**src/common/axi_lite_consts.svh**
```systemverilog
`ifndef AXI_LITE_CONSTS_SVH
`define AXI_LITE_CONSTS_SVH

// Bus widths
`define AXI_ADDR_W 16
`define AXI_DATA_W 32
`define AXI_STRB_W (`AXI_DATA_W / 8)
`define AXI_RESP_W 2
`define AXI_PROT_W 3

// Fixed protection codes, unprivileged secure data for writes
`define AXI_AWPROT_VAL 3'b000
// Privileged access for reads
`define AXI_ARPROT_VAL 3'b001

// SLVERR and DECERR both have bit 1 set
`define AXI_RESP_ERR_BIT 1

`endif

```
**src/common/axi_lite_pkg.sv**
```systemverilog
`default_nettype none

`include "axi_lite_consts.svh"

package axi_lite_pkg;

    // Byte address, shared by AW, AR and the local bus
    typedef logic [`AXI_ADDR_W-1:0] axi_addr_t;

    // One data word on W, R and the local bus
    typedef logic [`AXI_DATA_W-1:0] axi_data_t;

    // Byte enables for W
    typedef logic [`AXI_STRB_W-1:0] axi_strb_t;

    // BRESP / RRESP code
    typedef logic [`AXI_RESP_W-1:0] axi_resp_t;

    // AWPROT / ARPROT code
    typedef logic [`AXI_PROT_W-1:0] axi_prot_t;

endpackage

`default_nettype wire

```
**src/common/axi_lite_if.sv**
```systemverilog
`default_nettype none

// ---------------------------------------------------------------------------
// Write side: AW, W and B channels
// ---------------------------------------------------------------------------
interface axi_lite_wr_if
    import axi_lite_pkg::*;
();

    // Write address channel
    axi_addr_t awaddr;
    logic      awvalid;
    logic      awready;

    // Write data channel
    axi_data_t wdata;
    logic      wvalid;
    logic      wready;

    // Write response channel
    axi_resp_t bresp;
    logic      bvalid;
    logic      bready;

    modport master (
        output awaddr, awvalid, wdata, wvalid, bready,
        input  awready, wready, bresp, bvalid
    );

    modport slave (
        input  awaddr, awvalid, wdata, wvalid, bready,
        output awready, wready, bresp, bvalid
    );

endinterface

// ---------------------------------------------------------------------------
// Read side: AR and R channels
// ---------------------------------------------------------------------------
interface axi_lite_rd_if
    import axi_lite_pkg::*;
();

    // Read address channel
    axi_addr_t araddr;
    logic      arvalid;
    logic      arready;

    // Read data channel, response rides along with data
    axi_data_t rdata;
    axi_resp_t rresp;
    logic      rvalid;
    logic      rready;

    modport master (
        output araddr, arvalid, rready,
        input  arready, rdata, rresp, rvalid
    );

    modport slave (
        input  araddr, arvalid, rready,
        output arready, rdata, rresp, rvalid
    );

endinterface

`default_nettype wire

```
**src/source/axi_lite_write_ctrl.sv**
```systemverilog
`default_nettype none

`include "axi_lite_consts.svh"

module axi_lite_write_ctrl
    import axi_lite_pkg::*;
(
    input  logic          M_AXI_ACLK,
    input  logic          M_AXI_ARESETN,

    // Local bus write request
    input  logic          wr_req,
    input  axi_addr_t     wr_addr,
    input  axi_data_t     wr_data,
    output logic          wr_busy,
    output logic          wr_err,

    axi_lite_wr_if.master wr_bus
);

    // Captured request payload
    axi_addr_t awaddr_q;
    axi_data_t wdata_q;

    // Channel control flags
    logic awvalid_q;
    logic wvalid_q;
    logic bready_q;

    // bready one cycle late for the falling-edge detect
    logic bready_dly;
    logic bready_fall;

    // ------------------------------------------------------------------------
    // AW and W channels
    // ------------------------------------------------------------------------

    // Payload captured on each request
    always_ff @(posedge M_AXI_ACLK)
    begin
        if (wr_req)
        begin
            awaddr_q <= wr_addr;
            wdata_q  <= wr_data;
        end
    end

    // Both VALIDs rise together and each retires on its own handshake
    always_ff @(posedge M_AXI_ACLK)
    begin
        if (!M_AXI_ARESETN)
        begin
            awvalid_q <= 1'b0;
            wvalid_q  <= 1'b0;
        end
        else
        begin
            if (wr_req)
                awvalid_q <= 1'b1;
            else if (awvalid_q && wr_bus.awready)
                awvalid_q <= 1'b0;

            if (wr_req)
                wvalid_q <= 1'b1;
            else if (wvalid_q && wr_bus.wready)
                wvalid_q <= 1'b0;
        end
    end

    // ------------------------------------------------------------------------
    // B channel
    // ------------------------------------------------------------------------

    // One-cycle bready pulse per response
    always_ff @(posedge M_AXI_ACLK)
    begin
        if (!M_AXI_ARESETN)
        begin
            bready_q   <= 1'b0;
            bready_dly <= 1'b0;
        end
        else
        begin
            bready_q   <= wr_bus.bvalid && !bready_q;
            bready_dly <= bready_q;
        end
    end

    // High in the cycle right after the B transfer
    assign bready_fall = bready_dly && !bready_q;

    // Busy spans request to one cycle after the response is taken
    always_ff @(posedge M_AXI_ACLK)
    begin
        if (!M_AXI_ARESETN)
            wr_busy <= 1'b0;
        else if (wr_req)
            wr_busy <= 1'b1;
        else if (bready_fall)
            wr_busy <= 1'b0;
    end

    // Error only in the B transfer cycle
    assign wr_err = bready_q && wr_bus.bvalid && wr_bus.bresp[`AXI_RESP_ERR_BIT];

    // Drive the bus
    assign wr_bus.awaddr  = awaddr_q;
    assign wr_bus.awvalid = awvalid_q;
    assign wr_bus.wdata   = wdata_q;
    assign wr_bus.wvalid  = wvalid_q;
    assign wr_bus.bready  = bready_q;

    // ------------------------------------------------------------------------
    // Protocol checks
    // ------------------------------------------------------------------------

    // AW holds with stable address until accepted
    assert property (@(posedge M_AXI_ACLK) disable iff (!M_AXI_ARESETN)
        awvalid_q && !wr_bus.awready |=> awvalid_q && $stable(awaddr_q))
    else $error("awvalid dropped or awaddr changed before awready");

    // W holds with stable data until accepted
    assert property (@(posedge M_AXI_ACLK) disable iff (!M_AXI_ARESETN)
        wvalid_q && !wr_bus.wready |=> wvalid_q && $stable(wdata_q))
    else $error("wvalid dropped or wdata changed before wready");

    // Every bready pulse meets a held response
    assert property (@(posedge M_AXI_ACLK) disable iff (!M_AXI_ARESETN)
        bready_q |-> wr_bus.bvalid)
    else $error("bready pulse without bvalid");

    // Single outstanding write so the user side waits for busy low
    assert property (@(posedge M_AXI_ACLK) disable iff (!M_AXI_ARESETN)
        wr_busy |-> !wr_req)
    else $error("wr_req while wr_busy");

endmodule

`default_nettype wire

```
**src/source/axi_lite_read_ctrl.sv**
```systemverilog
`default_nettype none

`include "axi_lite_consts.svh"

module axi_lite_read_ctrl
    import axi_lite_pkg::*;
(
    input  logic          M_AXI_ACLK,
    input  logic          M_AXI_ARESETN,

    // Local bus read request and return
    input  logic          rd_req,
    input  axi_addr_t     rd_addr,
    output axi_data_t     rd_data,
    output logic          rd_busy,
    output logic          rd_finish,
    output logic          rd_err,

    axi_lite_rd_if.master rd_bus
);

    // Captured read address
    axi_addr_t araddr_q;

    logic arvalid_q;
    logic rready_q;

    // ------------------------------------------------------------------------
    // AR channel
    // ------------------------------------------------------------------------

    always_ff @(posedge M_AXI_ACLK)
    begin
        if (rd_req)
            araddr_q <= rd_addr;
    end

    // Raised by the request and held until arready
    always_ff @(posedge M_AXI_ACLK)
    begin
        if (!M_AXI_ARESETN)
            arvalid_q <= 1'b0;
        else if (rd_req)
            arvalid_q <= 1'b1;
        else if (arvalid_q && rd_bus.arready)
            arvalid_q <= 1'b0;
    end

    // ------------------------------------------------------------------------
    // R channel
    // ------------------------------------------------------------------------

    // One-cycle rready pulse per returned beat
    always_ff @(posedge M_AXI_ACLK)
    begin
        if (!M_AXI_ARESETN)
            rready_q <= 1'b0;
        else
            rready_q <= rd_bus.rvalid && !rready_q;
    end

    // Finish is the R transfer cycle itself
    assign rd_finish = rd_bus.rvalid && rready_q;

    // Data goes straight through and is valid with rd_finish
    assign rd_data = rd_bus.rdata;

    // Error flag in the finish cycle only
    assign rd_err = rd_finish && rd_bus.rresp[`AXI_RESP_ERR_BIT];

    // Busy from request to the edge after finish
    always_ff @(posedge M_AXI_ACLK)
    begin
        if (!M_AXI_ARESETN)
            rd_busy <= 1'b0;
        else if (rd_req)
            rd_busy <= 1'b1;
        else if (rd_finish)
            rd_busy <= 1'b0;
    end

    assign rd_bus.araddr  = araddr_q;
    assign rd_bus.arvalid = arvalid_q;
    assign rd_bus.rready  = rready_q;

    // ------------------------------------------------------------------------
    // Protocol checks
    // ------------------------------------------------------------------------

    // AR holds with stable address until accepted
    assert property (@(posedge M_AXI_ACLK) disable iff (!M_AXI_ARESETN)
        arvalid_q && !rd_bus.arready |=> arvalid_q && $stable(araddr_q))
    else $error("arvalid dropped or araddr changed before arready");

    // Every rready pulse meets a held beat
    assert property (@(posedge M_AXI_ACLK) disable iff (!M_AXI_ARESETN)
        rready_q |-> rd_bus.rvalid)
    else $error("rready pulse without rvalid");

    // Single outstanding read
    assert property (@(posedge M_AXI_ACLK) disable iff (!M_AXI_ARESETN)
        rd_busy |-> !rd_req)
    else $error("rd_req while rd_busy");

endmodule

`default_nettype wire

```
**src/source/axi_lite_master.sv**
```systemverilog
`default_nettype none

`include "axi_lite_consts.svh"

module axi_lite_master
    import axi_lite_pkg::*;
(
    input  logic      M_AXI_ACLK,
    input  logic      M_AXI_ARESETN,

    // ------------------------------------------------------------------------
    // Local bus
    // ------------------------------------------------------------------------

    // Write request, one-cycle pulse
    input  logic      wr_req,
    input  axi_addr_t wr_addr,
    input  axi_data_t wr_data,
    output logic      wr_busy,

    // Read request, one-cycle pulse
    input  logic      rd_req,
    input  axi_addr_t rd_addr,
    output axi_data_t rd_data,
    output logic      rd_busy,
    output logic      rd_finish,

    // Response error strobes
    output logic      wr_err,
    output logic      rd_err,

    // ------------------------------------------------------------------------
    // AXI4-Lite master port
    // ------------------------------------------------------------------------

    // Write address
    output axi_addr_t M_AXI_AWADDR,
    output axi_prot_t M_AXI_AWPROT,
    output logic      M_AXI_AWVALID,
    input  logic      M_AXI_AWREADY,

    // Write data
    output axi_data_t M_AXI_WDATA,
    output axi_strb_t M_AXI_WSTRB,
    output logic      M_AXI_WVALID,
    input  logic      M_AXI_WREADY,

    // Write response
    input  axi_resp_t M_AXI_BRESP,
    input  logic      M_AXI_BVALID,
    output logic      M_AXI_BREADY,

    // Read address
    output axi_addr_t M_AXI_ARADDR,
    output axi_prot_t M_AXI_ARPROT,
    output logic      M_AXI_ARVALID,
    input  logic      M_AXI_ARREADY,

    // Read data and response
    input  axi_data_t M_AXI_RDATA,
    input  axi_resp_t M_AXI_RRESP,
    input  logic      M_AXI_RVALID,
    output logic      M_AXI_RREADY
);

    // Channel bundles between the top and the two controllers
    axi_lite_wr_if wr_bus ();
    axi_lite_rd_if rd_bus ();

    // Slave-driven write signals into the bundle
    assign wr_bus.awready = M_AXI_AWREADY;
    assign wr_bus.wready  = M_AXI_WREADY;
    assign wr_bus.bresp   = M_AXI_BRESP;
    assign wr_bus.bvalid  = M_AXI_BVALID;

    // Slave-driven read signals into the bundle
    assign rd_bus.arready = M_AXI_ARREADY;
    assign rd_bus.rdata   = M_AXI_RDATA;
    assign rd_bus.rresp   = M_AXI_RRESP;
    assign rd_bus.rvalid  = M_AXI_RVALID;

    // Master-driven signals out to the ports
    assign M_AXI_AWADDR  = wr_bus.awaddr;
    assign M_AXI_AWVALID = wr_bus.awvalid;
    assign M_AXI_WDATA   = wr_bus.wdata;
    assign M_AXI_WVALID  = wr_bus.wvalid;
    assign M_AXI_BREADY  = wr_bus.bready;
    assign M_AXI_ARADDR  = rd_bus.araddr;
    assign M_AXI_ARVALID = rd_bus.arvalid;
    assign M_AXI_RREADY  = rd_bus.rready;

    // Fixed protection codes; full-word writes only
    assign M_AXI_AWPROT = `AXI_AWPROT_VAL;
    assign M_AXI_ARPROT = `AXI_ARPROT_VAL;
    assign M_AXI_WSTRB  = {`AXI_STRB_W{1'b1}};

    // Write path, AW + W + B
    axi_lite_write_ctrl i_write_ctrl (
        .M_AXI_ACLK    (M_AXI_ACLK),
        .M_AXI_ARESETN (M_AXI_ARESETN),
        .wr_req        (wr_req),
        .wr_addr       (wr_addr),
        .wr_data       (wr_data),
        .wr_busy       (wr_busy),
        .wr_err        (wr_err),
        .wr_bus        (wr_bus.master)
    );

    // Read path, AR + R; independent of the write path
    axi_lite_read_ctrl i_read_ctrl (
        .M_AXI_ACLK    (M_AXI_ACLK),
        .M_AXI_ARESETN (M_AXI_ARESETN),
        .rd_req        (rd_req),
        .rd_addr       (rd_addr),
        .rd_data       (rd_data),
        .rd_busy       (rd_busy),
        .rd_finish     (rd_finish),
        .rd_err        (rd_err),
        .rd_bus        (rd_bus.master)
    );

endmodule

`default_nettype wire

```
**config.mk**
```make
export PLATFORM = sky130hd
export DESIGN_NAME = axi_lite_master
export DESIGN_NICKNAME = d
export VERILOG_FILES = /design/src/common/axi_lite_pkg.sv /design/src/common/axi_lite_if.sv /design/src/source/axi_lite_write_ctrl.sv /design/src/source/axi_lite_read_ctrl.sv /design/src/source/axi_lite_master.sv
export VERILOG_INCLUDE_DIRS = /design/src /design/src/common
export SDC_FILE = /design/constraint.sdc
export NUM_CORES = 1
export LEC_CHECK = 0
export ABC_AREA = 1
export BUFFER_PORTS_ARGS = -buffer_cell sky130_fd_sc_hd__buf_2
export CORE_ASPECT_RATIO = 0.5
export CORE_MARGIN = 3
export CORE_UTILIZATION = 34
export CTS_BUF_LIST = sky130_fd_sc_hd__clkbuf_16
export DETAILED_ROUTE_END_ITERATION = 12
export PLACE_DENSITY = 0.76
export SLEW_MARGIN = 20
export SYNTH_ARGS = -nofsm -noshare
export SYNTH_HDL_FRONTEND = slang
export SYNTH_SLANG_ARGS = --single-unit
```
**constraint.sdc**
```tcl
create_clock -name M_AXI_ACLK -period 0.8 [get_ports M_AXI_ACLK]
set_clock_uncertainty 0.15 [all_clocks]
set_input_delay 0.16 -clock M_AXI_ACLK [delete_from_list [all_inputs] [get_ports M_AXI_ACLK]]
set_output_delay 0.16 -clock M_AXI_ACLK [all_outputs]
set_load 0.02 [all_outputs]
```
==> key figures <==
Synthesis
  – Proportion of synthesized area in mux cells: 0%
  – Mean Syn Cell Area: roughly 17 sq um
  – Post-synthesis sequential area ratio: 82.34%
  – Warnings, synthesis: 0
  – Post-Syn Instances: 146
  – Synth Area in Adders: 0%
  – Netlist cell types: 10
  – Post-Synth Simple-Gate Area: ~2.1%
  – Xor and xnor area share after synthesis: 0%
  – Synthesized area: 2529 sq um
  – Largest family of logic cells by synthesized area: buffers and inverters
  – FF+latch count, synth: 72
  – Post-synthesis compound-gate area fraction: 1.138%

Floorplanning
  – Die Ht: 66.98 um
  – Top-Level Pins: 225
  – FP Rows: 21
  – Placeable Area: 6937 sq um
  – Chip width: 128.0 um
  – Total Die Area: 8571 sq um
  – Starting Density: a little over a third

Worst setup path
  – CP arrival: 950 ps
  – Critical Path Source Type: flip-flop
  – Largest delay contributor family on the critical path: flip-flops
  – Critical-path cell list: nand2_4, nor2_4, buf_6
  – CP Capture Type: output port
  – Critical path peak fanout: 3
  – CP peak stage delay: 370 ps
  – CP required: 490 ps
  – Crit path max-delay cell type: dfxtp_4
  – WS Path Type: flip-flop to output port
  – Worst path buffer plus inverter count: 1

Placed design
  – Placer Congestion: between 0.6 and 0.7
  – DP HPWL: between 4 and 5 mm
  – IO Port Bufs: 148
  – Post-Place Cells: between 300 and 400
  – Place WS: -168.3 ps

Pwr
  – Leak Pwr: 1.778 nW
  – Power consumption: ~11 mW
  – Net Switching: roughly 2.2 mW
  – Seq pwr share: between 40 and 50%
  – Logic pwr share: 12.4%
  – VDD IR max: 1432 uV
  – Pwr per Cell Area: around 2700 nW/um^2
  – Net Sw Frac: 20.64%
  – Internal power: 8.370 mW
  – Clk pwr share: between 40% and 50%

Cells and area
  – Util after Layout: between 50% and 60%
  – Nets: ~390
  – P&R area growth vs syn: 57.20%
  – Share of cells above drive strength 1: approximately 66%
  – N_diodes: 0
  – Final Non-Filler Cells: 379

Global routing
  – Global route overflow: 0
  – First-pass GRT wire length: 8.286 mm
  – GRT Total Usage: between 10% and 20%
  – Vias in the first global route: between 1500 and 2000
  – Initial antenna violation count: 0
  – Pin count of the biggest net entering global routing: 20

STA
  – Final setup margin: -457.2 ps
  – Slew Limit Fails: 0
  – Hold Slack: -136.6 ps
  – Period utilisation layout: 157.2%
  – Finish-stage setup viols: 79
  – Fmax: 795.4 MHz
  – Final worst path period need: 1257 ps
  – Final Hold Viols: 69
  – RSZ-0062 raised after global routing: yes

Clock network
  – CTS tree: yes
  – Clock Sinks: 72
  – H-tree levels: 3
  – CTS Root Cell: clkbuf_16
  – CTS Buf Count: 9
  – Clock Latency Late Sink: 320 ps
  – Bufs on Longest Clock Path: 2
  – Clk pin slew, worst setup/hold paths: 60 ps

Routing
  – TritonRoute pass-1 iters: 4
  – WL final: around 6.4 mm
  – # DRC: 0
  – Drt wl/cell: 16.98 um
  – Via density: between 4 and 5
  – DRT antenna net count: 0
  – Via count: ~1600
  – Initial drt markers: between 40 and 50

Run status
  – Violated checks: negative hold slack, negative setup slack
  – Status: finished, violations left

Hold path
  – Hold crit path type: input pin to flip-flop

Run
  – Max_cap viols: 0
-- synth_stat cells --
master	number	area share, %
nor3_1	1	0.20
edfxtp_1	64	76
a21oi_2	1	0.35
dfxtp_1	8	6.3
nor2_1	3	0.45
a21oi_1	4	0.79
conb_1	2	0.30
buf_4	42	12
inv_1	11	1.6
nand2_1	10	1.5
-- worst paths after layout --
kind                                                       startpoint                                     end  cells past startpoint  slack (ps)
worst min-delay path                                       rd_addr[9]  i_read_ctrl.rd_bus.araddr[9]$_DFFE_PP_                      1        -140
worst max register to register  i_write_ctrl.wr_bus.bready$_SDFF_PN0_       i_write_ctrl.wr_busy$_SDFFE_PN0P_                      5        -150
worst min register to register   i_read_ctrl.rd_bus.rready$_SDFF_PN0_    i_read_ctrl.rd_bus.rready$_SDFF_PN0_                      1         300
worst max-delay path             i_read_ctrl.rd_bus.rready$_SDFF_PN0_                                  rd_err                      3        -460
-- worst reg2reg max path, cell delays in order (launching register included) --
cell	delay (ps)
dfxtp_4	360
buf_4	140
inv_1	40
nand2_1	40
nand2_1	60
a21oi_2	50
-- what timing repair did --
action / in CTS / in global routing
gates resized for setup: 49 / 63
pin swaps: 4 / 0
endpoints found under the setup margin: 78 / 78
endpoints found under the hold margin: 69 / 69
setup buffers: 2 / 3
-- sequential cells by signal, summed over array words and instances, names as in the netlist --
signal,count
i_write_ctrl.wr_bus.awaddr,16
i_read_ctrl.rd_bus.arvalid,1
i_write_ctrl.wr_bus.bready,1
i_write_ctrl.wr_bus.awvalid,1
i_write_ctrl.wr_bus.wvalid,1
i_write_ctrl.wr_bus.wdata,32
i_read_ctrl.rd_bus.araddr,16
i_read_ctrl.rd_bus.rready,1
i_write_ctrl.wr_busy,1
i_read_ctrl.rd_busy,1
i_write_ctrl.bready_dly,1
-- layer usage --
layer | share of wire, % | global-route usage, % | up-vias
li1 | - | - | 727
met1 | 29 | 11.71 | 718
met2 | 58 | 25.65 | 94
met3 | 11 | 7.286 | 16
met4 | 2.1 | 4.233 | 0
met5 | 0 | 0 | -
-- placed cells by master, fill, tap and decap left out --
master      count
a21oi_1         3
a21oi_2         2
buf_12          4
buf_2          96
buf_4           7
buf_6          52
bufinv_16       4
clkbuf_16       9
clkinv_1        1
clkinvlp_4      1
conb_1         10
dfxtp_1         1
dfxtp_2         5
dfxtp_4         2
edfxtp_1       64
inv_1          11
inv_2           1
nand2_1         6
nand2_2         2
nand2_4         2
nor2_1          1
nor2_4          2
nor3_2          1
-- through the flow --
step | setup TNS, ps | area (sq um)
6_report | -26290 | 3975
3_5_place_dp | -11160 | 3231
4_1_cts | -27430 | 3759
2_1_floorplan | -327.4 | 2595
5_1_grt | -29050 | 3975
3_3_place_gp | -9610 | 3231
-- power by group through the flow --
| stage | combinational, mW | clock [mW] | sequential, mW |
|---|---|---|---|
| after floorplan | 0.364 | 0 | 4.95 |
| after global placement | 1.04 | 0 | 4.55 |
| after detailed placement | 1.06 | 0 | 4.57 |
| after CTS | 1.16 | 4.80 | 4.52 |
| after global routing | 1.38 | 5.00 | 4.56 |
| final | 1.31 | 4.69 | 4.54 |
-- cell type report --
| type | instances | area, sq um |
|---|---|---|
| clock buffers | 9 | 225.2 |
| clock inverters | 7 | 135.1 |
| fillers | 538 | 2962 |
| inverters | 11 | 41.29 |
| multi-input cells | 29 | 163.9 |
| flip-flops and latches | 72 | 2096 |
| well taps | 92 | 115.1 |
| repair buffers | 159 | 1199 |
-- logic make-up after synthesis --
group,after synthesis
and+or+nand+nor,14
other,2
DFF,72
buffers and inverters,53
AOI/OAI and AO/OA,5
Power figures use the tool's default switching activity.
